--- config.mk ---
export PLATFORM = sky130hd
export DESIGN_NAME = seq_counter
export DESIGN_NICKNAME = d
export VERILOG_FILES = /design/src/seq_counter.sv
export SDC_FILE = /design/constraint.sdc
export NUM_CORES = 1
export LEC_CHECK = 0
export ABC_CLOCK_PERIOD_IN_PS = 1700
export BUFFER_PORTS_ARGS = -buffer_cell sky130_fd_sc_hd__buf_2
export CORE_AREA = 2 2 39 41
export DETAILED_ROUTE_END_ITERATION = 10
export DIE_AREA = 0 0 41 43
export HOLD_SLACK_MARGIN = 0.03
export SETUP_SLACK_MARGIN = 0.5
export SYNTH_ARGS = -nofsm -noshare
export SYNTH_HDL_FRONTEND = slang
export SYNTH_SLANG_ARGS = --single-unit
export TNS_END_PERCENT = 5
--- constraint.sdc ---
create_clock -name clk -period 1.7 [get_ports clk]
set_input_delay 0.085 -clock clk [delete_from_list [all_inputs] [get_ports clk]]
set_output_delay 0.085 -clock clk [all_outputs]
set_load 0.03 [all_outputs]
--- src/seq_counter.sv ---
`timescale 1ns/1ps

module seq_counter #(
  parameter int seq_cnt_dw = 10
) (
  input  logic                  clk,
  input  logic                  sys_rst,
  input  logic                  cnt_clr,
  input  logic                  cnt_en,
  output logic [seq_cnt_dw-1:0] step
);

  // clear wins over enable
  always_ff @(posedge clk) begin
    if (sys_rst) begin
      step <= '0;
    end else if (cnt_clr) begin
      step <= '0;
    end else if (cnt_en) begin
      step <= step + 1'b1;
    end
  end

  // the sequencer stops well before the counter could wrap
  a_no_wrap: assert property (@(posedge clk) disable iff (sys_rst)
    cnt_en && !cnt_clr |-> step != '1);

endmodule

==> results of run 1 <==
Yosys cell counts:
cell type                  instances
sky130_fd_sc_hd__a21oi_1           5
sky130_fd_sc_hd__buf_4             1
sky130_fd_sc_hd__clkbuf_1          1
sky130_fd_sc_hd__dfxtp_1          10
sky130_fd_sc_hd__ha_1              1
sky130_fd_sc_hd__mux2i_1           1
sky130_fd_sc_hd__nand2_1           4
sky130_fd_sc_hd__nand3_1           2
sky130_fd_sc_hd__nand4_1           2
sky130_fd_sc_hd__nand4_4           1
sky130_fd_sc_hd__nor2_1            5
sky130_fd_sc_hd__o21ai_0           3
sky130_fd_sc_hd__o31ai_1           2
sky130_fd_sc_hd__or2_2             1
sky130_fd_sc_hd__or3_1             3
sky130_fd_sc_hd__or4_1             2
sky130_fd_sc_hd__xnor2_1           1
sky130_fd_sc_hd__xor2_1            3
path summary, 6_finish.rpt:
| path | slack [ps] | cells past startpoint | end | startpoint |
|---|---|---|---|---|
| worst min-delay path | 180 | 3 | step[8]$_SDFFE_PP0P_ | sys_rst |
| worst max register to register | 520 | 4 | step[8]$_SDFFE_PP0P_ | step[1]$_SDFFE_PP0P_ |
| worst max-delay path | 520 | 4 | step[8]$_SDFFE_PP0P_ | step[1]$_SDFFE_PP0P_ |
| worst min register to register | 490 | 2 | step[9]$_SDFFE_PP0P_ | step[9]$_SDFFE_PP0P_ |
worst max-delay path: stages, from the launching register on:
cell	delay (ps)
sky130_fd_sc_hd__dfxtp_4	380
sky130_fd_sc_hd__ha_4	150
sky130_fd_sc_hd__nand3_4	70
sky130_fd_sc_hd__or4_4	420
sky130_fd_sc_hd__a21oi_2	110
cell type report:
type / instances / area (sq um)
fillers: 142 / 741
multi-input cells: 36 / 263
flip-flops and latches: 10 / 229
repair buffers: 17 / 95.1
clock buffers: 4 / 36.3
well taps: 16 / 20.0
metrics by stage:
| stage | hold slack (ps) | setup WS (ps) | std cells | cell area (sq um) | utilization [%] |
|---|---|---|---|---|---|
| detailed placement | 477 | 507 | 75 | 562 | 40.6 |
| global placement | 461 | 511 | 75 | 562 | 40.6 |
| finish | 178 | 520 | 83 | 643 | 46.5 |
| global route | 193 | 474 | 83 | 643 | 46.5 |
| floorplan | 387 | 484 | 48 | 488 | - |
| CTS | 196 | 494 | 82 | 621 | 44.8 |
repair_timing:
item | in CTS | in global routing
buffers inserted | 3 | 1
endpoints found under the setup margin | 2 | 4
gates resized for setup | 0 | 3
pin swaps | 3 | 2
kinds of logic (layout without fill, tap and decap cells):
| group | count (synthesis) | in the layout |
|---|---|---|
| AO/OA/AOI/OAI | 10 | 10 |
| buffers and inverters | 2 | 21 |
| flip-flops | 10 | 10 |
| adder cells (fa/ha/maj) | 1 | 1 |
| multiplexers | 1 | 1 |
| AND/OR/NAND/NOR | 20 | 20 |
| XOR/XNOR | 4 | 4 |
power by group through the flow:
stage | combinational (uW) | sequential (uW) | clock, uW
after floorplan | 13.0 | 238 | 0
after global placement | 21.2 | 235 | 0
after detailed placement | 21.3 | 235 | 0
after global routing | 26.7 | 229 | 237
final | 24.0 | 229 | 214
after CTS | 23.7 | 229 | 223
layer usage:
metal / up-vias / part of all wire [%] / global-route usage [%]
met4: 0 / 1.2 / 6.00
met2: 17 / 48 / 20.0
met3: 2 / 6.7 / 9.42
met1: 193 / 44 / 12.0
met5: - / 0 / 0
li1: 211 / - / -
==> key figures, run 1 <==
Timing
  • Final hold violation count: 0
  • Worst clock skew: 6.01 ps
  • Total negative setup slack: 0 ps
  • Max-slew violation count: 0
  • Tightest slew margin relative to the limit: 82.6%
  • Unrepaired setup endpoints after global routing: yes
  • Maximum clock frequency: 847 MHz
  • Final setup vio count: 0
  • Fin crit share: 69.4%
  • Time the final worst path needs with I/O delays and setup: 1180 ps
  • Worst Max-Slew Pin Slew: 259 ps

Yosys
  • Simple-gate share of the synthesized area: 26.6%
  • Share of the synthesized area in compound gates (AO/OA/AOI/OAI): 12.5%
  • Yosys top cell area share: 45.3%
  • Number of instances in the synthesized netlist: 48
  • Share of the synthesized netlist area taken by xor and xnor gates: 7.93%
  • Count of distinct cell types in the synthesized netlist: 18
  • Share of synthesized area occupied by flip-flops and latches: 45.3%
  • Synth Area per Inst: 9.20 sq um
  • Cell taking the most area after synthesis: sky130_fd_sc_hd__dfxtp_1
  • Cell types with the largest area share after synthesis: sky130_fd_sc_hd__dfxtp_1, sky130_fd_sc_hd__xor2_1, sky130_fd_sc_hd__a21oi_1
  • Share of synthesized area spent on multiplexers: 2.27%
  • Fraction of the mapped netlist area in adder cells: 2.83%
  • Syn_nets: 53
  • Post-Synthesis Cell Area: 442 sq um
  • Number of warnings printed during yosys synthesis: 0
  • Register bit total from synthesis: 10
  • Combinational family with the most area after synthesis: simple AND/OR/NAND/NOR gates

Cells and area
  • Commonest non-fill, non-tap cell in the layout: sky130_fd_sc_hd__buf_2
  • Fraction of final layout cells sized beyond drive strength 1: 53.7%
  • Top Registers: step (10)
  • Number of flip-flops in the largest register: 10
  • Antenna diode instance count: 0
  • Largest register by flop count: step
  • Leading cell types in the layout, fill and taps excluded: sky130_fd_sc_hd__buf_2, sky130_fd_sc_hd__dfxtp_4, sky130_fd_sc_hd__nor2_1
  • Final Net Count: 73
  • Area growth from synthesis to layout: 45.6%

Global routing
  • Global router's overall resource usage: 12.9%
  • Number of antenna violations at the first check in global routing: 0
  • Wire length of the first global-routing pass: 1.44 mm
  • Maximum number of pins on one net before global-route repair: 11
  • Grt total ovfl: 0
  • Via count of the first global-routing pass: 362

Placed design
  • Final weighted congestion in routability-driven placement: 0.647
  • # port buffers: 13
  • Detail Placement HPWL: 652 um

Floorplan
  • Initial standard-cell utilization of the core: 31.9%
  • Number of rows created at floorplan: 14
  • Die Outline Area: 0.00176 sq mm
  • Overall die height: 43 um
  • Ports placed on the boundary: 14
  • Die X: 41 um
  • Core Box Area: 0.00138 sq mm

Clock tree
  • Inserted Clock Buffers: 3
  • H-tree levels: 1
  • Clock tree sinks: 10
  • CTS tree: done
  • Later-pin clock latency in the skew report: 270 ps
  • Buffer type at the clock tree root: sky130_fd_sc_hd__clkbuf_4
  • Clock transition at path regs: 70 ps
  • Total of hold buffers inserted after clock tree synthesis: 0
  • Maximum root-to-sink buffer count: 2

Routing
  • Mean routed wirelength per cell: 11.5 um
  • # DRC: 0
  • First-iteration detailed-routing DRC count: 5
  • Post-DRT Antenna Nets: 0
  • Routed Wire Length: 951 um
  • Vias post-DR: 423
  • Ratio of routed vias to standard cells: 5.10
  • First-pass iteration count of the detailed router: 4

Power and ir drop
  • Leakage dissipation: 0.000255 uW
  • Pwr Total: 467 uW
  • Power share of the clock group: 45.9%
  • Net switching fraction of the power: 21.7%
  • Part of the power in combinational logic: 5.1%
  • Cell Pwr Density: 726 mW/mm^2
  • Psw: 101 uW
  • Fraction of power consumed by sequential logic: 49.0%
  • Max rail drop VDD: 0.636 mV
  • Internal power contribution: 366 uW

Worst setup path
  • Setup Crit Path Kind: reg2reg
  • Critical path arrival: 1380 ps
  • Element type at the critical path start: flop
  • Max FO, Critical Path: 4
  • Required time of the critical path: 1900 ps
  • Sort of element at the end of the critical path: flop

Min path
  • Class of the tightest hold or removal check: in2reg

Run
  • Total of max-cap violations: 0

Status
  • Run status: completed
Note: power is estimated with default switching activity, not from simulation.
==> run 2, diff against run 1 <==
ABC_CLOCK_PERIOD_IN_PS = 1050   (was 1700)
clock period = 1.05 ns   (was 1.7 ns; I/O delays follow)
==> run 2 against run 1 <==
Final cell count rose by 9.6%; flip-flop and latch count is the same; maximum frequency fell by 0.75%; die area unchanged; hold slack got worse by 23 ps; register-to-register slack got worse by 660 ps; the flow now finishes with violations (setup timing); first-iteration DRC count decreased by 100%; combinational power increased by 110%; critical path depth unchanged.
==> key figures, run 2 (synthesis gave the netlist of run 1 again) <==
Clock tree
  • Inserted Clock Buffers: 3
  • Maximum root-to-sink buffer count: 2
  • Clock tree sinks: 10
  • H-tree levels: 1
  • Clock transition at path regs: 70 ps
  • Buffer type at the clock tree root: sky130_fd_sc_hd__clkbuf_4
  • CTS tree: done
  • Later-pin clock latency in the skew report: 270 ps

Worst setup path
  • Critical-path top delay cell: sky130_fd_sc_hd__or4_1
  • Top delay family on crit path: simple AND/OR/NAND/NOR gates
  • Setup Crit Path Kind: reg2reg
  • Max FO, Critical Path: 4
  • CP peak stage delay: 400 ps
  • Cell breakdown of the critical path: ha_4, nand3_2, or4_1, a21oi_1
  • Worst path buffer plus inverter count: 0
  • Required time of the critical path: 1250 ps
  • Sort of element at the end of the critical path: flop
  • Element type at the critical path start: flop
  • Critical path arrival: 1390 ps

Timing
  • Worst Max-Slew Pin Slew: 190 ps
  • Worst clock skew: 2.61 ps
  • Time the final worst path needs with I/O delays and setup: 1190 ps
  • Total negative setup slack: -410 ps
  • Final hold violation count: 0
  • Maximum clock frequency: 841 MHz
  • Max-slew violation count: 0
  • Unrepaired setup endpoints after global routing: yes
  • Worst Setup Slack, final: -139 ps
  • Tightest slew margin relative to the limit: 87.2%
  • Final setup vio count: 5
  • Fin crit share: 113%

Placed design
  • Final weighted congestion in routability-driven placement: 0.658
  • Setup slack after placement: -127 ps
  • # port buffers: 13
  • Detail Placement HPWL: 770 um

Routing
  • First-pass iteration count of the detailed router: 1
  • Vias post-DR: 460
  • Mean routed wirelength per cell: 12.1 um
  • Routed Wire Length: 1.10 mm
  • First-iteration detailed-routing DRC count: 0
  • # DRC: 0
  • Ratio of routed vias to standard cells: 5.05
  • Post-DRT Antenna Nets: 0

Global routing
  • Maximum number of pins on one net before global-route repair: 11
  • Global router's overall resource usage: 17.7%
  • Fraction of met1 tracks used by global routing: 17.3%
  • Layer carrying the most global-route usage: met2
  • GR met3 Demand/Resource: 9.42%
  • Via count of the first global-routing pass: 466
  • Number of antenna violations at the first check in global routing: 0
  • Wire length of the first global-routing pass: 1.94 mm
  • Global-route track usage on met2: 26.9%
  • Grt total ovfl: 0

Run
  • Total of max-cap violations: 0

Floorplan
  • Number of rows created at floorplan: 14
  • Ports placed on the boundary: 14
  • Core Box Area: 0.00138 sq mm
  • Die Outline Area: 0.00176 sq mm
  • Initial standard-cell utilization of the core: 31.9%
  • Die X: 41 um
  • Overall die height: 43 um

Status
  • Run status: finished, violations left
  • Violations in the final reports: setup timing

Power and ir drop
  • Max rail drop VDD: 0.696 mV
  • Pwr Total: 705 uW
  • Leakage dissipation: 0.000295 uW
  • Cell Pwr Density: 939 mW/mm^2

Cells and area
  • Leading cell types in the layout, fill and taps excluded: sky130_fd_sc_hd__buf_4, sky130_fd_sc_hd__buf_6, sky130_fd_sc_hd__dfxtp_4, sky130_fd_sc_hd__nor2_1, sky130_fd_sc_hd__a21oi_1
  • Util after Layout: 54.2%
  • Final Net Count: 81
  • Antenna diode instance count: 0
  • Largest register by flop count: step
  • Area growth from synthesis to layout: 70.0%
  • Number of flip-flops in the largest register: 10
  • Top Registers: step (10)
  • Commonest non-fill, non-tap cell in the layout: sky130_fd_sc_hd__buf_4
  • Filler cells: 144
  • Fraction of final layout cells sized beyond drive strength 1: 56.0%

Min path
  • Class of the tightest hold or removal check: in2reg
## run 2: metrics by stage
stage          cells  instance area [sq um]  hold WS [ps]
5_1_grt           91                    751           169
2_1_floorplan     48                    488           355
3_3_place_gp      87                    652           409
4_1_cts           91                    744           139
6_report          91                    751           156
3_5_place_dp      87                    652           434
## run 2: power by group
group          switching, uW  total (uW)  leakage [uW]  internal [uW]
Combinational           25.7        50.0      0.000193           24.3
Sequential              4.51         368     0.0000876            363
Clock                    140         287     0.0000150            147
## run 2: final timing paths
kind                        start                    to  slack, ps  cells after the start
min reg2reg  step[9]$_SDFFE_PP0P_  step[9]$_SDFFE_PP0P_        490                      2
min                       sys_rst  step[7]$_SDFFE_PP0P_        160                      3
max          step[1]$_SDFFE_PP0P_  step[8]$_SDFFE_PP0P_       -140                      4
max reg2reg  step[1]$_SDFFE_PP0P_  step[8]$_SDFFE_PP0P_       -140                      4
## run 2: repair_timing
action / CTS / global route
buffers inserted: 0 / 0
setup endpoints to repair: 20 / 20
endpoints found under the hold margin: 0 / 0
hold buffers: 0 / 0
pin swaps: 8 / 5
resized for setup: 20 / 2
## run 2: layer usage
metal  up-vias  share of wire [%]
met1       210                 40
met5         -                  0
met3         5                7.5
met4         0                3.0
li1        229                  -
met2        16                 49
## run 2: worst min-delay path: cells and delay by family
family / cells / cell delay [ps]
compound gates: 1 / 50
buf+inv: 1 / 70
simple gates: 1 / 210
## run 2: area by class of cell
| type | count | area, sq um | share of cell area [%] |
|---|---|---|---|
| repair buffers | 25 | 218 | 29.0 |
| multi-input cells | 36 | 255 | 34.0 |
| clock buffers | 4 | 26.3 | 3.50 |
| well taps | 16 | 20.0 | 2.67 |
| flip-flops and latches | 10 | 231 | 30.8 |
