--- src/rsa_b_pkg.sv ---
package rsa_b_pkg;

  localparam int rsa_dw    = 32;
  localparam int lanes     = 4;
  localparam int jac_words = 16;

  typedef logic signed [rsa_dw-1:0] data_t;

  // lane0 sits in the low bits of a row
  typedef struct packed {
    data_t lane3;
    data_t lane2;
    data_t lane1;
    data_t lane0;
  } b_row_t;

  typedef enum logic [2:0] {
    mode_idle   = 3'd0,
    mode_tb     = 3'd1,  // copy from temp buffer
    mode_nl_prd = 3'd5,
    mode_nl_new = 3'd6,
    mode_nl_upd = 3'd7
  } load_mode_t;

  // field order is the register order from reg_jac_base upward
  typedef struct packed {
    data_t fxi_13;
    data_t fxi_23;
    data_t gxi_13;
    data_t gxi_23;
    data_t gz_11;
    data_t gz_12;
    data_t gz_21;
    data_t gz_22;
    data_t hz_11;
    data_t hz_12;
    data_t hz_21;
    data_t hz_22;
    data_t hxi_11;
    data_t hxi_12;
    data_t hxi_21;
    data_t hxi_22;
  } jacobian_t;

  typedef struct packed {
    load_mode_t mode;
    logic [7:0] len;  // rows, mode_tb only
  } load_cmd_t;

  typedef struct packed {
    logic       en;
    logic [7:0] addr;
    b_row_t     row;
  } b_wr_t;

  localparam logic [7:0] reg_ctrl     = 8'h00;
  localparam logic [7:0] reg_status   = 8'h04;
  localparam logic [7:0] reg_jac_base = 8'h40;

  localparam int prd_steps = 3;
  localparam int new_steps = 6;
  localparam int upd_steps = 5;

  function automatic logic mode_legal(load_mode_t m);
    return m inside {mode_idle, mode_tb, mode_nl_prd, mode_nl_new, mode_nl_upd};
  endfunction

endpackage

--- src/b_cache_din_map.sv ---
`timescale 1ns/1ps

module b_cache_din_map #(
  parameter int seq_cnt_dw = 10
) (
  input  logic                   clk,
  input  logic                   sys_rst,
  input  rsa_b_pkg::load_mode_t  mode,
  input  logic [seq_cnt_dw-1:0]  step,
  input  rsa_b_pkg::b_row_t      tb_dout,
  input  rsa_b_pkg::jacobian_t   jac,
  output rsa_b_pkg::b_row_t      din
);
  import rsa_b_pkg::*;

  localparam data_t one     = data_t'(1);
  localparam data_t neg_one = data_t'(-1);

  data_t [lanes-1:0] nl;  // nl[0] is lane0
  b_row_t            row_d;

  always_comb begin
    nl = '0;
    case (mode)
      mode_nl_prd: begin
        case (step)
          1: nl[0] = one;
          2: nl[1] = one;
          3: begin
            nl[0] = jac.fxi_13;
            nl[1] = jac.fxi_23;
            nl[2] = one;
          end
          default: nl = '0;
        endcase
      end
      mode_nl_new: begin
        case (step)  // step 2 is an all zero row
          1: nl[0] = one;
          3: begin
            nl[0] = jac.gxi_13;
            nl[1] = one;
          end
          4: begin
            nl[0] = jac.gz_11;
            nl[1] = jac.gxi_13;
          end
          5: begin
            nl[0] = jac.gz_12;
            nl[1] = jac.gz_21;
          end
          6: nl[1] = jac.gz_22;
          default: nl = '0;
        endcase
      end
      mode_nl_upd: begin
        case (step)
          1: nl[0] = jac.hxi_11;
          2: begin
            nl[0] = jac.hxi_12;
            nl[1] = jac.hxi_21;
          end
          3: nl[1] = jac.hxi_22;
          4: begin
            nl[0] = jac.hz_11;
            nl[1] = neg_one;
          end
          5: begin
            nl[0] = jac.hz_12;
            nl[1] = jac.hz_21;
          end
          default: nl = '0;
        endcase
      end
      default: nl = '0;
    endcase
  end

  assign row_d = (mode == mode_tb) ? tb_dout : b_row_t'(nl);

  always_ff @(posedge clk) begin
    if (sys_rst) begin
      din <= '0;
    end else begin
      din <= row_d;
    end
  end

  a_mode_legal: assert property (@(posedge clk) disable iff (sys_rst)
    mode_legal(mode));

endmodule

--- config.mk ---
export PLATFORM = sky130hd
export DESIGN_NAME = b_cache_din_map
export DESIGN_NICKNAME = d
export VERILOG_FILES = /design/src/rsa_b_pkg.sv /design/src/b_cache_din_map.sv
export SDC_FILE = /design/constraint.sdc
export NUM_CORES = 1
export LEC_CHECK = 0
export ABC_CLOCK_PERIOD_IN_PS = 2690
export CELL_PAD_IN_SITES_DETAIL_PLACEMENT = 0
export CELL_PAD_IN_SITES_GLOBAL_PLACEMENT = 2
export CORE_AREA = 4 4 306 308
export DETAILED_ROUTE_END_ITERATION = 8
export DIE_AREA = 0 0 310 312
export DONT_BUFFER_PORTS = 1
export PLACE_DENSITY = 0.35
export SKIP_CTS_REPAIR_TIMING = 1
export SKIP_LAST_GASP = 1
export SYNTH_ARGS = -nofsm -noshare
export SYNTH_HDL_FRONTEND = slang
export SYNTH_SLANG_ARGS = --single-unit
--- constraint.sdc ---
create_clock -name clk -period 2.69 [get_ports clk]
set_input_delay 0.4035 -clock clk [delete_from_list [all_inputs] [get_ports clk]]
set_output_delay 0.4035 -clock clk [all_outputs]
set_load 0.05 [all_outputs]
==> results of run 1 <==
-- worst max-delay path, delay by kind of cell --
family	cells	cell delay [ps]
simple gates	3	890
compound gates	2	900
buf+inv	2	480
-- layout by cell type (no fill, tap or decap), drive strengths merged, types with 10 or more instances in the layout --
cell type | Yosys | final
dfxtp | 128 | 128
a22oi | 104 | 104
nand2 | 84 | 84
o21ai | 78 | 78
and2 | 66 | 66
mux2i | 53 | 53
a21oi | 45 | 45
buf | 53 | 43
dlygate4sd3 | 0 | 42
a22o | 39 | 39
nor2 | 33 | 33
a2bb2oi | 21 | 21
a221o | 18 | 18
o21a | 17 | 17
a221oi | 17 | 17
clkbuf | 40 | 17
mux2 | 10 | 10
inv | 1 | 10
-- cells by family (layout without fill, tap and decap cells) --
family | after synthesis | after routing
buffers and inverters | 94 | 117
and+or+nand+nor | 223 | 223
DFF | 128 | 128
muxes | 63 | 63
AOI/OAI and AO/OA | 382 | 382
other | 0 | 9
-- layer usage --
metal | GRT usage (%) | vias to the layer above | share of wire (%) | wire length, um
li1 | - | 3423 | - | -
met1 | 14.2 | 3882 | 40 | 24600
met2 | 22.0 | 454 | 52 | 32000
met3 | 3.35 | 48 | 6.8 | 4210
met4 | 3.55 | 2 | 1.8 | 1100
met5 | 0 | - | 0.021 | 13
-- power by group through the flow --
stage	logic, mW	registers (mW)	clock network (mW)
2_1_floorplan	0.397	2.09	0
3_3_place_gp	0.577	2.11	0
3_5_place_dp	0.576	2.10	0
4_1_cts	0.578	2.06	2.84
5_1_grt	0.669	2.06	2.88
6_report	0.607	2.06	2.67
-- area by class of cell --
class	count	area [um2]	share of cell area [%]
diodes	9	22.5	0.222
clock buffers	17	425	4.18
clock inverters	14	194	1.91
inverters	1	3.75	0.0369
multi-input cells	668	4630	45.6
flip-flops and latches	128	2560	25.2
well taps	1186	1480	14.6
repair buffers	85	843	8.29
-- per-stage QoR --
stage / instance area [um2] / worst slack [ps] / hold WS (ps)
after floorplan: 7630 / 782 / 483
after global placement: 9100 / -132 / 519
after global routing: 10200 / 262 / 0.179
after CTS: 9720 / 385 / -71.1
after detailed placement: 9100 / -190 / 525
final: 10200 / 374 / 31.7
-- worst min path at each step --
stage / start / end / slack (ps) / cells past startpoint
2_1_floorplan: sys_rst / din[64] / 480 / 1
3_3_place_gp: sys_rst / din[64] / 520 / 1
3_5_place_dp: sys_rst / din[64] / 520 / 1
4_1_cts: sys_rst / din[64] / -70 / 1
5_1_grt: tb_dout[101] / din[101] / 0.2 / 1
6_report: tb_dout[106] / din[106] / 30 / 1
==> run_results.csv, run 1 <==
group,metric,value,unit
synthesis,synth.most_common_cell,"sky130_fd_sc_hd__dfxtp_1",
cells_and_area,n_fill_cell,10500,
power_and_ir_drop,switching_power,1.65,mW
drt,first_pass_iters,5,
setup_path,endpoint_kind,"register",
synthesis,synth_largest_area_cell,"sky130_fd_sc_hd__dfxtp_1",
sta,final-setup-viol-count,0,
power_and_ir_drop,leakagePower,3.34,nW
synthesis,synth_enable_flop_cells,0,
clock_network,clock_tree.htree_level_count,4,
power_and_ir_drop,fraction_of_power_spent_switching_nets,30.9,%
cells_and_area,final_cells,2108,
synthesis,post_synth_and_or_nand_nor_area_fraction,15.2,%
setup_path,cp-start-kind,"input port",
clock_network,root_driver,"sky130_fd_sc_hd__clkbuf_16",
floorplan,floorplan.core_area,0.0911,mm2
placement,placed_cells_incl_taps,2026,
drt,drt-total-wl,61900,um
power_and_ir_drop,p_int,3.69,mW
cells_and_area,largest_reg_flops,128,
sta,tightest_slew,912,ps
cells_and_area,layout_top_registers,"din: 128 flops",
drt,drt-initial-drc-count,487,
setup_path,worst-setup-path-type,"in2reg",
drt,detail_route.drc_violations,0,
power_and_ir_drop,worst_ir_drop_vdd,0.421,mV
power_and_ir_drop,seq_power_share,38.6,%
setup_path,timing.critical_path.to,"din[6]",
synthesis,synth_xor_xnor_area_share,0,%
grt,antenna_violations_before_repair,13,
synthesis,asyncSetResetFlopFracSynth,0,%
setup_path,critical_path.slowest_cell,"sky130_fd_sc_hd__o21ai_0",
grt,gr-total-overflow,0,
synthesis,post_synth_fa_ha_maj_area_fraction,0,%
floorplan,start_util,8.38,%
sta,fmaxAchievable,0.432,GHz
synthesis,seq_area_frac_synth,33.6,%
synthesis,post_synthesis_instance_total,890,
setup_path,largest_stage_delay_on_the_critical_path,700,ps
clock_network,clock_tree.buffer_depth,2,
synthesis,synth_top_family_by_area,"compound AO/OA/AOI/OAI gates",
power_and_ir_drop,fin_total_pwr,5.34,mW
clock_network,clk_pin_slew_worst_paths,80,ps
floorplan,die_area,0.0967,mm2
sta,slew_viol_final,0,
clock_network,tritoncts,"yes",
clock_network,tritoncts.num_buffers,17,
synthesis,mappedNetlistNets,1545,
sta,timing.final.crit_share,86.1,%
drt,vias_per_cell,3.70,
synthesis,synth_area_leaders,"sky130_fd_sc_hd__dfxtp_1 (34%), sky130_fd_sc_hd__a22oi_1 (10%), sky130_fd_sc_hd__mux2i_1 (6.9%)",
grt,grt_start_max_net_pins,100,
hold_path,hold_path_class,"in2reg",
sta,worst_slew_margin_rel,38.9,%
placement,place.port_buffers,0,
floorplan,num_io_pins,783,
cells_and_area,synthToLayoutAreaGrowth,33.2,%
drt,antenna_violating_nets_post_route,0,
synthesis,synth_compound_area_share,36.3,%
floorplan,floorplan.die.height,312,um
setup_path,cp.arrival,2760,ps
power_and_ir_drop,p_comb_share,11.4,%
synthesis,post_synthesis_register_bit_count,128,
cells_and_area,num-nets-final,1556,
placement,gp_congestion,0.756,
cells_and_area,final_util,11.2,%
cells_and_area,share_of_post_route_cells_with_drive_strength_above_1,11.7,%
setup_path,worstPathRequired,3140,ps
synthesis,synth_top_area_share,33.6,%
power_and_ir_drop,power_per_cell_area,525,mW/mm2
grt,first_global_vias,8247,
drt,via_count,7809,
synthesis,yosysWarnings,0,
synthesis,synth_commonest_cells,"sky130_fd_sc_hd__dfxtp_1 (128), sky130_fd_sc_hd__a22oi_1 (104), sky130_fd_sc_hd__nand2_1 (83), sky130_fd_sc_hd__o21ai_0 (76), sky130_fd_sc_hd__and2_1 (65)",
sta,grt_setup_unrepaired,"false",
status,outcome,"finished, final reports clean",
synthesis,post_synth_mux_area_share,8.42,%
run,cap_violations,0,
sta,period_needed,2320,ps
sta,tns,0,ps
cells_and_area,largest-register,"din",
synthesis,yosys.cell_types.count,57,
grt,grt_pass1_wl,78400,um
drt,wl_per_cell,29.4,um
setup_path,critical_path.cell_chain,"nor4_4, buf_4, and2_2, nand3_2, buf_12, o21ai_0, a221o_1",
synthesis,synth_ff_type,"sky130_fd_sc_hd__dfxtp_1",
synthesis,netlist_area,0.00763,mm2
power_and_ir_drop,clock_share_of_power,50.1,%
grt,track_usage,12.3,%
setup_path,worstSetupStartpoint,"step[7]",
clock_network,numClockSinks,128,
floorplan,row_count,111,
synthesis,post_synth.cell_area_avg,8.58,um2
sta,timing_hold_violations_final,0,
placement,place.detailed.hpwl,50200,um
floorplan,floorplan.die.width,310,um
setup_path,worstPathMaxFanout,31,
Power figures use the tool's default switching activity.
==> inputs of run 2 (changes only) <==
--- a/config.mk
+++ b/config.mk
@@ -6,7 +6,7 @@
 export NUM_CORES = 1
 export LEC_CHECK = 0
 export ABC_CLOCK_PERIOD_IN_PS = 2690
-export CELL_PAD_IN_SITES_DETAIL_PLACEMENT = 0
+export CELL_PAD_IN_SITES_DETAIL_PLACEMENT = 2
 export CELL_PAD_IN_SITES_GLOBAL_PLACEMENT = 2
 export CORE_AREA = 4 4 306 308
 export DETAILED_ROUTE_END_ITERATION = 8
==> run_results.csv, run 2 (synthesized netlist as in run 1, its figures left out) <==
group,metric,value,unit
setup_path,worst-setup-path-type,"in2reg",
cells_and_area,share_of_post_route_cells_with_drive_strength_above_1,12.1,%
setup_path,critical_path.cell_chain,"nor4_4, buf_4, and2_2, nand3_2, buf_12, o21ai_0, a221o_1",
sta,slew_viol_final,0,
setup_path,largest_stage_delay_on_the_critical_path,880,ps
drt,drt-initial-drc-count,409,
hold_path,hold_path_class,"in2reg",
cells_and_area,mostFrequentLayoutCells,"sky130_fd_sc_hd__dfxtp_1 (128), sky130_fd_sc_hd__a22oi_1 (104), sky130_fd_sc_hd__nand2_1 (83), sky130_fd_sc_hd__o21ai_0 (76), sky130_fd_sc_hd__and2_1 (65)",
setup_path,endpoint_kind,"register",
sta,post-route-worst-setup-slack,281,ps
run,cap_violations,0,
clock_network,tritoncts,"yes",
setup_path,worstPathRequired,3120,ps
placement,place.port_buffers,0,
power_and_ir_drop,p_int,3.66,mW
drt,antenna_violating_nets_post_route,0,
cells_and_area,mostFrequentLayoutCell,"sky130_fd_sc_hd__dfxtp_1",
grt,grt_start_max_net_pins,100,
power_and_ir_drop,leakagePower,3.21,nW
power_and_ir_drop,fraction_of_power_spent_switching_nets,31.5,%
sta,tightest_slew,1090,ps
floorplan,num_io_pins,783,
sta,grt_setup_unrepaired,"false",
setup_path,cp.arrival,2840,ps
floorplan,die_area,0.0967,mm2
power_and_ir_drop,switching_power,1.69,mW
drt,drt-total-wl,63600,um
drt,vias_per_cell,3.68,
cells_and_area,synthToLayoutAreaGrowth,29.1,%
grt,first_global_vias,8683,
floorplan,floorplan.core_area,0.0911,mm2
floorplan,row_count,111,
sta,final-setup-viol-count,0,
grt,grt_pass1_wl,81300,um
drt,detail_route.drc_violations,0,
setup_path,worstSetupStartpoint,"step[7]",
clock_network,clk_pin_slew_worst_paths,80,ps
setup_path,worstPathMaxFanout,31,
clock_network,tritoncts.num_buffers,17,
cells_and_area,layout_top_registers,"din: 128 flops",
placement,place.detailed.hpwl,51600,um
power_and_ir_drop,power_per_cell_area,543,mW/mm2
hold_path,worstHoldStart,"tb_dout[113]",
power_and_ir_drop,seq_power_share,38.5,%
sta,fmaxAchievable,0.415,GHz
drt,first_pass_iters,5,
clock_network,numClockSinks,128,
placement,gp_congestion,0.756,
setup_path,critical_path.slowest_cell,"sky130_fd_sc_hd__o21ai_0",
drt,wl_per_cell,30.7,um
setup_path,critical_path_depth,7,
floorplan,floorplan.die.height,312,um
floorplan,start_util,8.38,%
cells_and_area,largest-register,"din",
power_and_ir_drop,clock_share_of_power,50.8,%
sta,timing.final.crit_share,89.6,%
status,outcome,"finished, final reports clean",
cells_and_area,largest_reg_flops,128,
setup_path,cp-start-kind,"input port",
setup_path,critPathTopFamily,"compound AO/OA/AOI/OAI gates",
cells_and_area,num-nets-final,1526,
grt,antenna_violations_before_repair,14,
sta,worst_slew_margin_rel,26.7,%
drt,via_count,7624,
sta,timing_hold_violations_final,0,
power_and_ir_drop,worst_ir_drop_vdd,0.420,mV
clock_network,clock_tree.buffer_depth,2,
cells_and_area,final_util,10.8,%
power_and_ir_drop,p_comb_share,10.7,%
placement,post-place-ws,-197,ps
grt,track_usage,12.7,%
clock_network,clock_tree.htree_level_count,4,
sta,period_needed,2410,ps
setup_path,timing.critical_path.to,"din[6]",
floorplan,floorplan.die.width,310,um
setup_path,critical_path_buf_inv_count,2,
grt,gr-total-overflow,0,
clock_network,root_driver,"sky130_fd_sc_hd__clkbuf_16",
==> run 2: cell count changes in the layout (fill, tap and decap cells not counted), sizes merged <==
cell	previous run	this run
dlygate4sd3	42	12
inv	10	9
diode	9	5
clkinv	2	3
==> run 2: metal layers <==
layer | up-vias | part of all wire, % | wire length (um) | track usage, %
met5 | - | 0.020 | 13 | 0
li1 | 3357 | - | - | -
met4 | 2 | 1.9 | 1210 | 3.65
met1 | 3815 | 39 | 25100 | 14.4
met3 | 47 | 7.3 | 4630 | 3.96
met2 | 403 | 51 | 32600 | 22.7
==> run 2: area by class of cell <==
class	count	area (um2)
Antenna cell	5	12.5
Clock buffer	17	425
Clock inverter	14	196
Fill cell	10700	81200
Inverter	1	3.75
Multi-Input combinational cell	668	4630
Sequential cell	128	2560
Tap cell	1186	1480
Timing Repair Buffer	55	543
==> run 2: per-stage QoR <==
stage               cells  setup TNS (ps)  total power, mW  hold slack [ps]  cell area, um2
floorplan             890               0             2.49              483            7630
global placement     2026            -132             2.68              519            9100
detailed placement   2026            -197             2.69              513            9100
CTS                  2057               0             5.55            -56.4            9730
global route         2072               0             5.64           0.0763            9850
finish               2074               0             5.35             36.8            9860
==> run 2: worst min path at each step <==
stage               slack [ps]        to  depth (start not counted)
global route              0.08  din[122]                          1
floorplan                  480   din[64]                          1
global placement           520   din[64]                          1
finish                      40  din[113]                          1
detailed placement         510   din[64]                          1
CTS                        -60   din[64]                          1
==> run 2: power by group through the flow <==
stage	clock, mW	combinational, mW	sequential (mW)
floorplan	0	0.397	2.09
global placement	0	0.577	2.11
detailed placement	0	0.581	2.10
CTS	2.91	0.583	2.06
global route	2.94	0.636	2.06
finish	2.72	0.575	2.06
