## config.mk

```make
export PLATFORM = sky130hd
export DESIGN_NAME = jacobian_regs
export DESIGN_NICKNAME = d
export VERILOG_FILES = /design/src/rsa_b_pkg.sv /design/src/jacobian_regs.sv
export SDC_FILE = /design/constraint.sdc
export NUM_CORES = 1
export LEC_CHECK = 0
export BUFFER_PORTS_ARGS = -buffer_cell sky130_fd_sc_hd__buf_2
export CORE_ASPECT_RATIO = 1.75
export CORE_UTILIZATION = 35
export CTS_BUF_LIST = sky130_fd_sc_hd__clkbuf_4
export DETAILED_ROUTE_END_ITERATION = 10
export PLACE_DENSITY_LB_ADDON = 0.2
export SLEW_MARGIN = 20
export SYNTH_ARGS = -nofsm -noshare
export SYNTH_HDL_FRONTEND = slang
export SYNTH_SLANG_ARGS = --single-unit
```

## constraint.sdc

```tcl
create_clock -name clk -period 2.3 [get_ports clk]
set_input_delay 0.115 -clock clk [delete_from_list [all_inputs] [get_ports clk]]
set_output_delay 0.115 -clock clk [all_outputs]
set_load 0.02 [all_outputs]
```

## src/rsa_b_pkg.sv

```systemverilog
package rsa_b_pkg;

  localparam int rsa_dw    = 32;
  localparam int lanes     = 4;
  localparam int jac_words = 16;

  typedef logic signed [rsa_dw-1:0] data_t;

  // lane0 sits in the low bits of a row
  typedef struct packed {
    data_t lane3;
    data_t lane2;
    data_t lane1;
    data_t lane0;
  } b_row_t;

  typedef enum logic [2:0] {
    mode_idle   = 3'd0,
    mode_tb     = 3'd1,  // copy from temp buffer
    mode_nl_prd = 3'd5,
    mode_nl_new = 3'd6,
    mode_nl_upd = 3'd7
  } load_mode_t;

  // field order is the register order from reg_jac_base upward
  typedef struct packed {
    data_t fxi_13;
    data_t fxi_23;
    data_t gxi_13;
    data_t gxi_23;
    data_t gz_11;
    data_t gz_12;
    data_t gz_21;
    data_t gz_22;
    data_t hz_11;
    data_t hz_12;
    data_t hz_21;
    data_t hz_22;
    data_t hxi_11;
    data_t hxi_12;
    data_t hxi_21;
    data_t hxi_22;
  } jacobian_t;

  typedef struct packed {
    load_mode_t mode;
    logic [7:0] len;  // rows, mode_tb only
  } load_cmd_t;

  typedef struct packed {
    logic       en;
    logic [7:0] addr;
    b_row_t     row;
  } b_wr_t;

  localparam logic [7:0] reg_ctrl     = 8'h00;
  localparam logic [7:0] reg_status   = 8'h04;
  localparam logic [7:0] reg_jac_base = 8'h40;

  localparam int prd_steps = 3;
  localparam int new_steps = 6;
  localparam int upd_steps = 5;

  function automatic logic mode_legal(load_mode_t m);
    return m inside {mode_idle, mode_tb, mode_nl_prd, mode_nl_new, mode_nl_upd};
  endfunction

endpackage

```

## src/jacobian_regs.sv

```systemverilog
`timescale 1ns/1ps

module jacobian_regs (
  input  logic                  clk,
  input  logic                  sys_rst,
  input  logic [7:0]            awaddr,
  input  logic                  awvalid,
  output logic                  awready,
  input  logic [31:0]           wdata,
  input  logic [3:0]            wstrb,
  input  logic                  wvalid,
  output logic                  wready,
  output logic [1:0]            bresp,
  output logic                  bvalid,
  input  logic                  bready,
  input  logic [7:0]            araddr,
  input  logic                  arvalid,
  output logic                  arready,
  output logic [31:0]           rdata,
  output logic [1:0]            rresp,
  output logic                  rvalid,
  input  logic                  rready,
  input  logic                  busy,
  input  logic                  done_set,
  output logic                  cmd_valid,
  output rsa_b_pkg::load_cmd_t  cmd,
  output rsa_b_pkg::jacobian_t  jac
);
  import rsa_b_pkg::*;

  localparam logic [1:0] resp_okay   = 2'b00;
  localparam logic [1:0] resp_slverr = 2'b10;

  data_t [0:jac_words-1] jac_q;  // word 0 lands on fxi_13
  load_mode_t            ctrl_mode;
  logic [7:0]            ctrl_len;
  logic                  done_q;

  logic        wr_go;
  logic        wr_hs;
  logic        rd_hs;
  logic [7:0]  wr_off;
  logic [7:0]  rd_off;
  logic        wr_ctrl;
  logic        wr_jac;
  logic        rd_jac;
  logic        blocked;
  logic        start_req;
  logic        mode_bad;
  logic        wr_err;
  logic [31:0] ctrl_word;
  logic [31:0] ctrl_new;
  load_mode_t  new_mode;
  logic [31:0] rd_word;

  assign wr_go   = awvalid && wvalid && !awready && !bvalid;
  assign wr_hs   = awvalid && awready && wvalid && wready;
  assign rd_hs   = arvalid && arready;
  assign wr_off  = awaddr - reg_jac_base;
  assign rd_off  = araddr - reg_jac_base;
  assign wr_ctrl = (awaddr == reg_ctrl);
  assign wr_jac  = (awaddr >= reg_jac_base) && (wr_off < 8'(4 * jac_words));
  assign rd_jac  = (araddr >= reg_jac_base) && (rd_off < 8'(4 * jac_words));
  assign blocked = busy || cmd_valid;  // command already on its way counts as busy

  assign ctrl_word = {16'd0, ctrl_len, 4'd0, ctrl_mode, 1'b0};

  always_comb begin
    ctrl_new = ctrl_word;
    for (int b = 0; b < 4; b++) begin
      if (wstrb[b]) begin
        ctrl_new[8*b +: 8] = wdata[8*b +: 8];
      end
    end
  end

  assign new_mode  = load_mode_t'(ctrl_new[3:1]);
  assign start_req = wr_ctrl && ctrl_new[0];
  assign mode_bad  = start_req && (!mode_legal(new_mode) || new_mode == mode_idle);
  assign wr_err    = (blocked && (wr_ctrl || wr_jac)) || mode_bad;

  always_ff @(posedge clk) begin
    if (sys_rst) begin
      awready <= 1'b0;
      wready  <= 1'b0;
      bvalid  <= 1'b0;
    end else begin
      awready <= wr_go;  // both ready lines pulse together
      wready  <= wr_go;
      if (wr_hs) begin
        bvalid <= 1'b1;
      end else if (bready) begin
        bvalid <= 1'b0;
      end
    end
  end

  always_ff @(posedge clk) begin
    if (wr_hs) begin
      bresp <= wr_err ? resp_slverr : resp_okay;
    end
  end

  always_ff @(posedge clk) begin
    if (sys_rst) begin
      jac_q     <= '0;
      ctrl_mode <= mode_idle;
      ctrl_len  <= '0;
      cmd_valid <= 1'b0;
    end else begin
      cmd_valid <= wr_hs && start_req && !wr_err;
      if (wr_hs && !wr_err && wr_ctrl) begin
        ctrl_mode <= new_mode;
        ctrl_len  <= ctrl_new[15:8];
      end
      if (wr_hs && !wr_err && wr_jac) begin
        for (int b = 0; b < 4; b++) begin
          if (wstrb[b]) begin
            jac_q[wr_off[5:2]][8*b +: 8] <= wdata[8*b +: 8];
          end
        end
      end
    end
  end

  assign cmd = '{mode: ctrl_mode, len: ctrl_len};
  assign jac = jacobian_t'(jac_q);

  always_ff @(posedge clk) begin
    if (sys_rst) begin
      done_q <= 1'b0;
    end else if (done_set) begin
      done_q <= 1'b1;
    end else if (rd_hs && araddr == reg_status) begin
      done_q <= 1'b0;  // read to clear
    end
  end

  always_comb begin
    rd_word = '0;  // unmapped offsets read zero
    if (araddr == reg_ctrl) begin
      rd_word = ctrl_word;
    end else if (araddr == reg_status) begin
      rd_word = {30'd0, done_q, busy};
    end else if (rd_jac) begin
      rd_word = jac_q[rd_off[5:2]];
    end
  end

  always_ff @(posedge clk) begin
    if (sys_rst) begin
      arready <= 1'b0;
      rvalid  <= 1'b0;
    end else if (rd_hs) begin
      arready <= 1'b0;
      rvalid  <= 1'b1;
    end else if (rvalid) begin
      if (rready) begin
        rvalid  <= 1'b0;
        arready <= 1'b1;
      end
    end else begin
      arready <= 1'b1;
    end
  end

  always_ff @(posedge clk) begin
    if (rd_hs) begin
      rdata <= rd_word;
    end
  end

  assign rresp = resp_okay;

  // each response belongs to the one address taken before it
  a_no_aw_during_b: assert property (@(posedge clk) disable iff (sys_rst)
    awready |-> !bvalid);
  a_no_ar_during_r: assert property (@(posedge clk) disable iff (sys_rst)
    arready |-> !rvalid);

endmodule

```

==> results of run 1 <==
[registers in the layout (all words and copies together), names as in the netlist]
register and cells:
ctrl_len 8, jac 512, wready 1, done_q 1, rdata 32, rvalid 1
cmd_valid 1, bvalid 1, ctrl_mode 3, arready 1, bresp 1
[worst max-delay path: cells and delay by family (launching register included)]
family | cells | cell delay [ns]
flops | 1 | 0.35
buf+inv | 2 | 0.72
compound gates | 1 | 0.16
mux | 3 | 0.91
[routing by layer]
metal  wire length, um  GRT usage  vias to the layer above  share of wire
met2             67760     0.6241                     1447           0.52
li1                  -          -                    11423              -
met1             41450     0.3157                    12551           0.32
met3             11070     0.1058                      387          0.085
met5                13          0                        -       0.000099
met4             10470     0.2616                        2          0.080
[where the power goes]
part	switching, mW	leakage [nW]	internal [mW]
clock	4.42	1.11	4.83
sequential	0.0107	4.59	9.84
combinational	1.06	8.46	0.529
total	5.48	14.2	15.2
[what timing repair did]
action,4_1_cts,5_1_grt
hold buffers,140,0
buffers inserted,0,0
hold endpoints to repair,595,0
resized for setup,0,9
endpoints found under the setup margin,0,15
[cells by family after synthesis]
logic type             Yosys count  synth area share
buffers and inverters          290           0.04701
AOI/OAI and AO/OA              605            0.1299
other                            1         0.0001451
muxes                          447            0.2108
and+or+nand+nor                785            0.1640
DFF                            562            0.4481
[layout by cell type, fill, tap and decap left out, drive strengths merged, types with 10 or more instances in the layout]
master       Yosys  layout
dfxtp          529     529
nor2b           10      10
buf             61     792
nand3          280     280
nand2           74      74
nor2           257     257
a221o           22      22
nand4           16      16
dlygate4sd3      0     140
nand2b          58      58
edfxtp          33      33
mux4            77      77
mux2i          361     361
a32o            18      18
clkbuf         226     211
a21oi          269     269
o21ai          256     256
clkinv           0      18
nor4            30      30
and4            20      20
a22oi           29      29
[metrics by stage]
step	hold WS, ns	util	power (mW)	instance area (um2)	setup TNS [ns]
finish	0.1015	0.4658	20.69	33980	0
floorplan	0.2324	-	10.84	25850	0
CTS	0.002021	0.4651	20.85	33920	0
detailed placement	0.3661	0.4203	11.43	30650	0
global placement	0.3300	0.4203	11.42	30650	0
global route	0.008390	0.4658	21.38	33980	-0.006922
[area by class of cell]
type / count / area [um2] / area share
Antenna cell: 9 / 22.52 / 0.0006628
Clock buffer: 210 / 1577 / 0.04640
Multi-Input combinational cell: 1840 / 13120 / 0.3861
Timing Repair Buffer: 933 / 6211 / 0.1828
Sequential cell: 562 / 11580 / 0.3408
Tap cell: 931 / 1165 / 0.03428
Clock inverter: 30 / 290.3 / 0.008543
Inverter: 3 / 11.26 / 0.0003314
[final timing paths]
kind / endpoint / cells after the start
worst max-delay path: ctrl_mode[0]$_SDFFE_PP0P_ / 6
worst min-delay path: jac[203]$_SDFFE_PP0P_ / 4
worst max register to register: ctrl_mode[0]$_SDFFE_PP0P_ / 6
worst min register to register: jac[495]$_SDFFE_PP0P_ / 2
==> qor.yml, run 1 <==
critical_path:
  required_ns: 3.26
  critPathCaptureType: "flop"
  r2r_start: "ctrl_mode[1]$_SDFFE_PP0P_"
  start_kind: "flop"
  ff2ff_setup_slack_ns: 0.04
  critPathKind: "reg -> reg"
  path_cells: "mux2i_2 > mux2_4 > a21oi_1 > buf_4 > mux2_2 > dlygate4sd3_1"
  slowest_delay_ns: 0.56
  slowest_stage: "dlygate4sd3_1"
  cp_max_fo: 4
  cp-startpoint: "ctrl_mode[1]$_SDFFE_PP0P_"
  arrival_ns: 3.21
cts:
  clkLatencyLatePin_ns: 1.09
  cts-root-buf: "clkbuf_4"
  path_clk_slew_ns: 0.07
  cts_max_level: 4
  cts_tree: "built"
  clock_sinks: 562
  numCtsBuffers: 146
  cts_max_path_buffers: 3
global_route:
  grt_pass1_vias: 25973
  grt_usage: 0.3419
  antenna_found_initial: 6
  grt.overflow.total: 0
  grt_first_pass_wirelength_mm: 184.5
  grt_max_degree: 129
timing:
  period_minus_slack_ns: 2.255
  worst_slack_ns: 0.04464
  min_period_over_period: 0.9806
  fin_skew_ns: 0.04472
  maxSlewHeadroom: 0.3094
  slew_violations: 0
  hold_violations: 0
  setup_violations: 0
  tightestPinTransition_ns: 1.036
  fmax_mhz: 443.4
final_layout:
  fillerInstances: 7137
  drive_above_1_share: 0.3234
  nets: 3547
  fin_cells: 4518
  area_growth_pct: 31.47
floorplan:
  die_w_um: 207.4
  num_rows: 131
  die_h_um: 361.5
  dieArea_um2: 74980
  core_area_um2: 72940
  ios: 626
  initial_core_util: 0.3543
detailed_routing:
  dr.first_iter.drc_count: 2119
  post-route-drc-count: 0
  first_pass_iters: 6
  routed_wl_mm: 130.8
  vias: 25810
  antenna_left: 0
  vias_per_cell: 5.713
  routedWlPerCell_um: 28.94
power:
  peakVddDrop_mv: 0.6238
  cellLeakagePower_nw: 14.16
  power_density_nw_per_um2: 608.9
hold_path:
  hp-start: "wdata[11]"
  worst_hold_path_type: "in -> reg"
yosys:
  synthArstFlopShare: 0
  synth_common_cells: "dfxtp_1 (529), mux2i_1 (361), nand3_1 (280)"
  netlist_area_um2: 25840
  ys_ff_latch: 562
  synth_cells: 2690
  yosys_warnings: 0
  synth_seq_area_share: 0.4481
  synth.distinct_cells: 48
  yosysMostFrequentCell: "dfxtp_1"
  synth_top_cell_area_share: 0.4098
  synth_largest_area_cell: "dfxtp_1"
  synth_flop_cell: "dfxtp_1"
  synth_edf_count: 33
  synth_area_leaders: "dfxtp_1 (41%), mux2i_1 (14%), mux4_2 (6.7%)"
  avgSynthCellArea_um2: 9.608
placed_design:
  gp_congestion: 0.9159
  place_hpwl_mm: 94.98
  port_buffers: 622
  dp_slack_ns: 0.07220
  place_inst: 4129
flow_run:
  cap_viol_max_count: 0
run_status:
  outcome: "completed"
No activity file was read; power rests on OpenSTA's default activity.
==> run 2, diff against run 1 <==
Settings changed: CTS_CLUSTER_SIZE set to 8.
Clock period 2.3 ns to 2.95 ns, I/O delays scaled along.
==> qor.yml, run 2 (synthesis results as in run 1) <==
detailed_routing:
  antenna_left: 0  # unchanged
  dr.first_iter.drc_count: 2146  # +1.3%
  first_pass_iters: 6  # unchanged
  vias: 25264  # -2.1%
  routedWlPerCell_um: 28.22  # -2.5%
  routed_wl_mm: 124.9  # -4.5%
  post-route-drc-count: 0  # unchanged
  vias_per_cell: 5.709  # about the same
power:
  combPwrFrac: 0.071  # -0.006
  seqPwrFrac: 0.491  # +0.015
  peakVddDrop_mv: 0.3194  # -49%
  total_power_mw: 15.64  # -24%
  p_switching_mw: 4.183  # -24%
  p_clk_frac: 0.438  # -0.009
  p_sw_frac: 0.2674  # +0.002364
  power_density_nw_per_um2: 476.8  # -22%
  p_int_mw: 11.46  # -25%
  cellLeakagePower_nw: 13.61  # -3.9%
global_route:
  grt_max_degree: 129  # unchanged
  antenna_found_initial: 6  # unchanged
  grt.overflow.total: 0  # unchanged
  grt_pass1_vias: 25033  # -3.6%
  grt_first_pass_wirelength_mm: 176.6  # -4.3%
  grt_usage: 0.3233  # -0.01869
critical_path:
  critPathKind: "in -> reg"
  cp_max_fo: 9  # +5
  arrival_ns: 3.73  # +0.52 ns
  start_kind: "input pin"
  required_ns: 3.81  # +0.55 ns
  critPathCaptureType: "flop"
cts:
  cts_setup_buffers: 0  # unchanged
  cts_tree: "built"
  clkLatencyLatePin_ns: 1.01  # -0.08 ns
  cts-root-buf: "clkbuf_4"
  clock_sinks: 562  # unchanged
  cts_max_level: 4  # unchanged
  cts_max_path_buffers: 3  # unchanged
  path_clk_slew_ns: 0.07  # about the same
  numCtsBuffers: 144  # -1.4%
placed_design:
  dp_slack_ns: 0.3090  # +0.2368 ns
  port_buffers: 622  # unchanged
  place_inst: 4087  # -1.0%
  gp_congestion: 0.9330  # +1.9%
  dpl_cell_area_um2: 30140  # -1.7%
  place_hpwl_mm: 91.56  # -3.6%
final_layout:
  final_cell_mix: "buf_2 (619), dfxtp_1 (528), mux2i_1 (361)"
  multi_input_area_um2: 13100  # -0.17%
  nets: 3449  # -2.8%
  fillerInstances: 7189  # +0.73%
  largest_reg_flops: 512  # unchanged
  final_util: 0.4499  # -0.01597
  seq_area_um2: 11580  # about the same
  final_cell_area_um2: 32810  # -3.4%
  area_growth_pct: 26.96
  fin_cells: 4425  # -2.1%
  final_common_cell: "buf_2"
  drive_above_1_share: 0.3190  # -0.004362
timing:
  hold_ws_ns: 0.1534  # +0.05190 ns
  tightestPinTransition_ns: 0.9881  # -0.04772 ns
  slew_violations: 0  # unchanged
  rsz0062_at_grt: "false"
  period_minus_slack_ns: 2.872
  tns_ns: 0  # unchanged
  worst_slack_ns: 0.07761  # +0.03297 ns
  hold_violations: 0  # unchanged
  setup_violations: 0  # unchanged
  maxSlewHeadroom: 0.3413  # +0.03181
  fmax_mhz: 348.1
  min_period_over_period: 0.9737
  fin_skew_ns: 0.05742  # +0.01269 ns
floorplan:
  core_area_um2: 72940  # unchanged
  die_w_um: 207.4  # unchanged
  num_rows: 131  # unchanged
  initial_core_util: 0.3543  # unchanged
  ios: 626  # unchanged
  die_h_um: 361.5  # unchanged
  dieArea_um2: 74980  # unchanged
run_status:
  outcome: "completed"
hold_path:
  worst_hold_path_type: "in -> reg"
flow_run:
  cap_viol_max_count: 0  # unchanged
-- run 2: cell count changes in the layout (fill, tap and decap cells not counted), sizes merged --
cell | previous run | this run
diode | 9 | 5
clkinv | 18 | 26
clkinvlp | 1 | 4
clkbuf | 211 | 213
or4b | 1 | 2
buf | 792 | 750
inv | 8 | 6
bufinv | 6 | 2
dlygate4sd3 | 140 | 85
-- run 2: timing repair --
item,CTS,global route
hold buffers,85,0
setup endpoints to repair,0,5
endpoints found under the hold margin,553,0
gates resized for setup,0,1
-- run 2: final cells by class --
type / count / share of cell area
Timing Repair Buffer: 836 / 0.1568
Clock inverter: 35 / 0.006330
Multi-Input combinational cell: 1841 / 0.3992
Tap cell: 931 / 0.03550
Clock buffer: 212 / 0.04850
Antenna cell: 5 / 0.0003813
Inverter: 3 / 0.0003432
Sequential cell: 562 / 0.3530
-- run 2: critical path, stage by stage --
cell,delay (ns)
dlygate4sd3_1,0.53
buf_2,0.21
nor4_1,0.59
dlygate4sd3_1,0.70
nand4_1,0.11
a21oi_1,0.49
mux2_2,0.40
dlygate4sd3_1,0.56
-- run 2: power by group through the flow --
stage | logic [mW] | registers (mW) | clock network (mW)
floorplan | 0.578 | 7.87 | 0
global placement | 1.00 | 7.86 | 0
detailed placement | 1.02 | 7.86 | 0
CTS | 1.10 | 7.68 | 7.04
global route | 1.15 | 7.68 | 7.42
finish | 1.11 | 7.68 | 6.85
-- run 2: metal layers --
layer	up-vias	wire, um	track usage
li1	11241	-	-
met1	12307	41630	0.3158
met2	1377	63190	0.5731
met3	339	9799	0.08984
met4	0	10230	0.2555
met5	-	0	0
-- run 2: final timing paths --
kind	startpoint	slack (ns)	to	cells past startpoint
max	awaddr[5]	0.08	ctrl_mode[0]$_SDFFE_PP0P_	8
min	araddr[1]	0.15	rdata[0]$_SDFFCE_PP0P_	4
max reg2reg	cmd_valid$_SDFF_PP0_	0.17	jac[249]$_SDFFE_PP0P_	7
min reg2reg	jac[488]$_SDFFE_PP0P_	0.49	jac[488]$_SDFFE_PP0P_	2
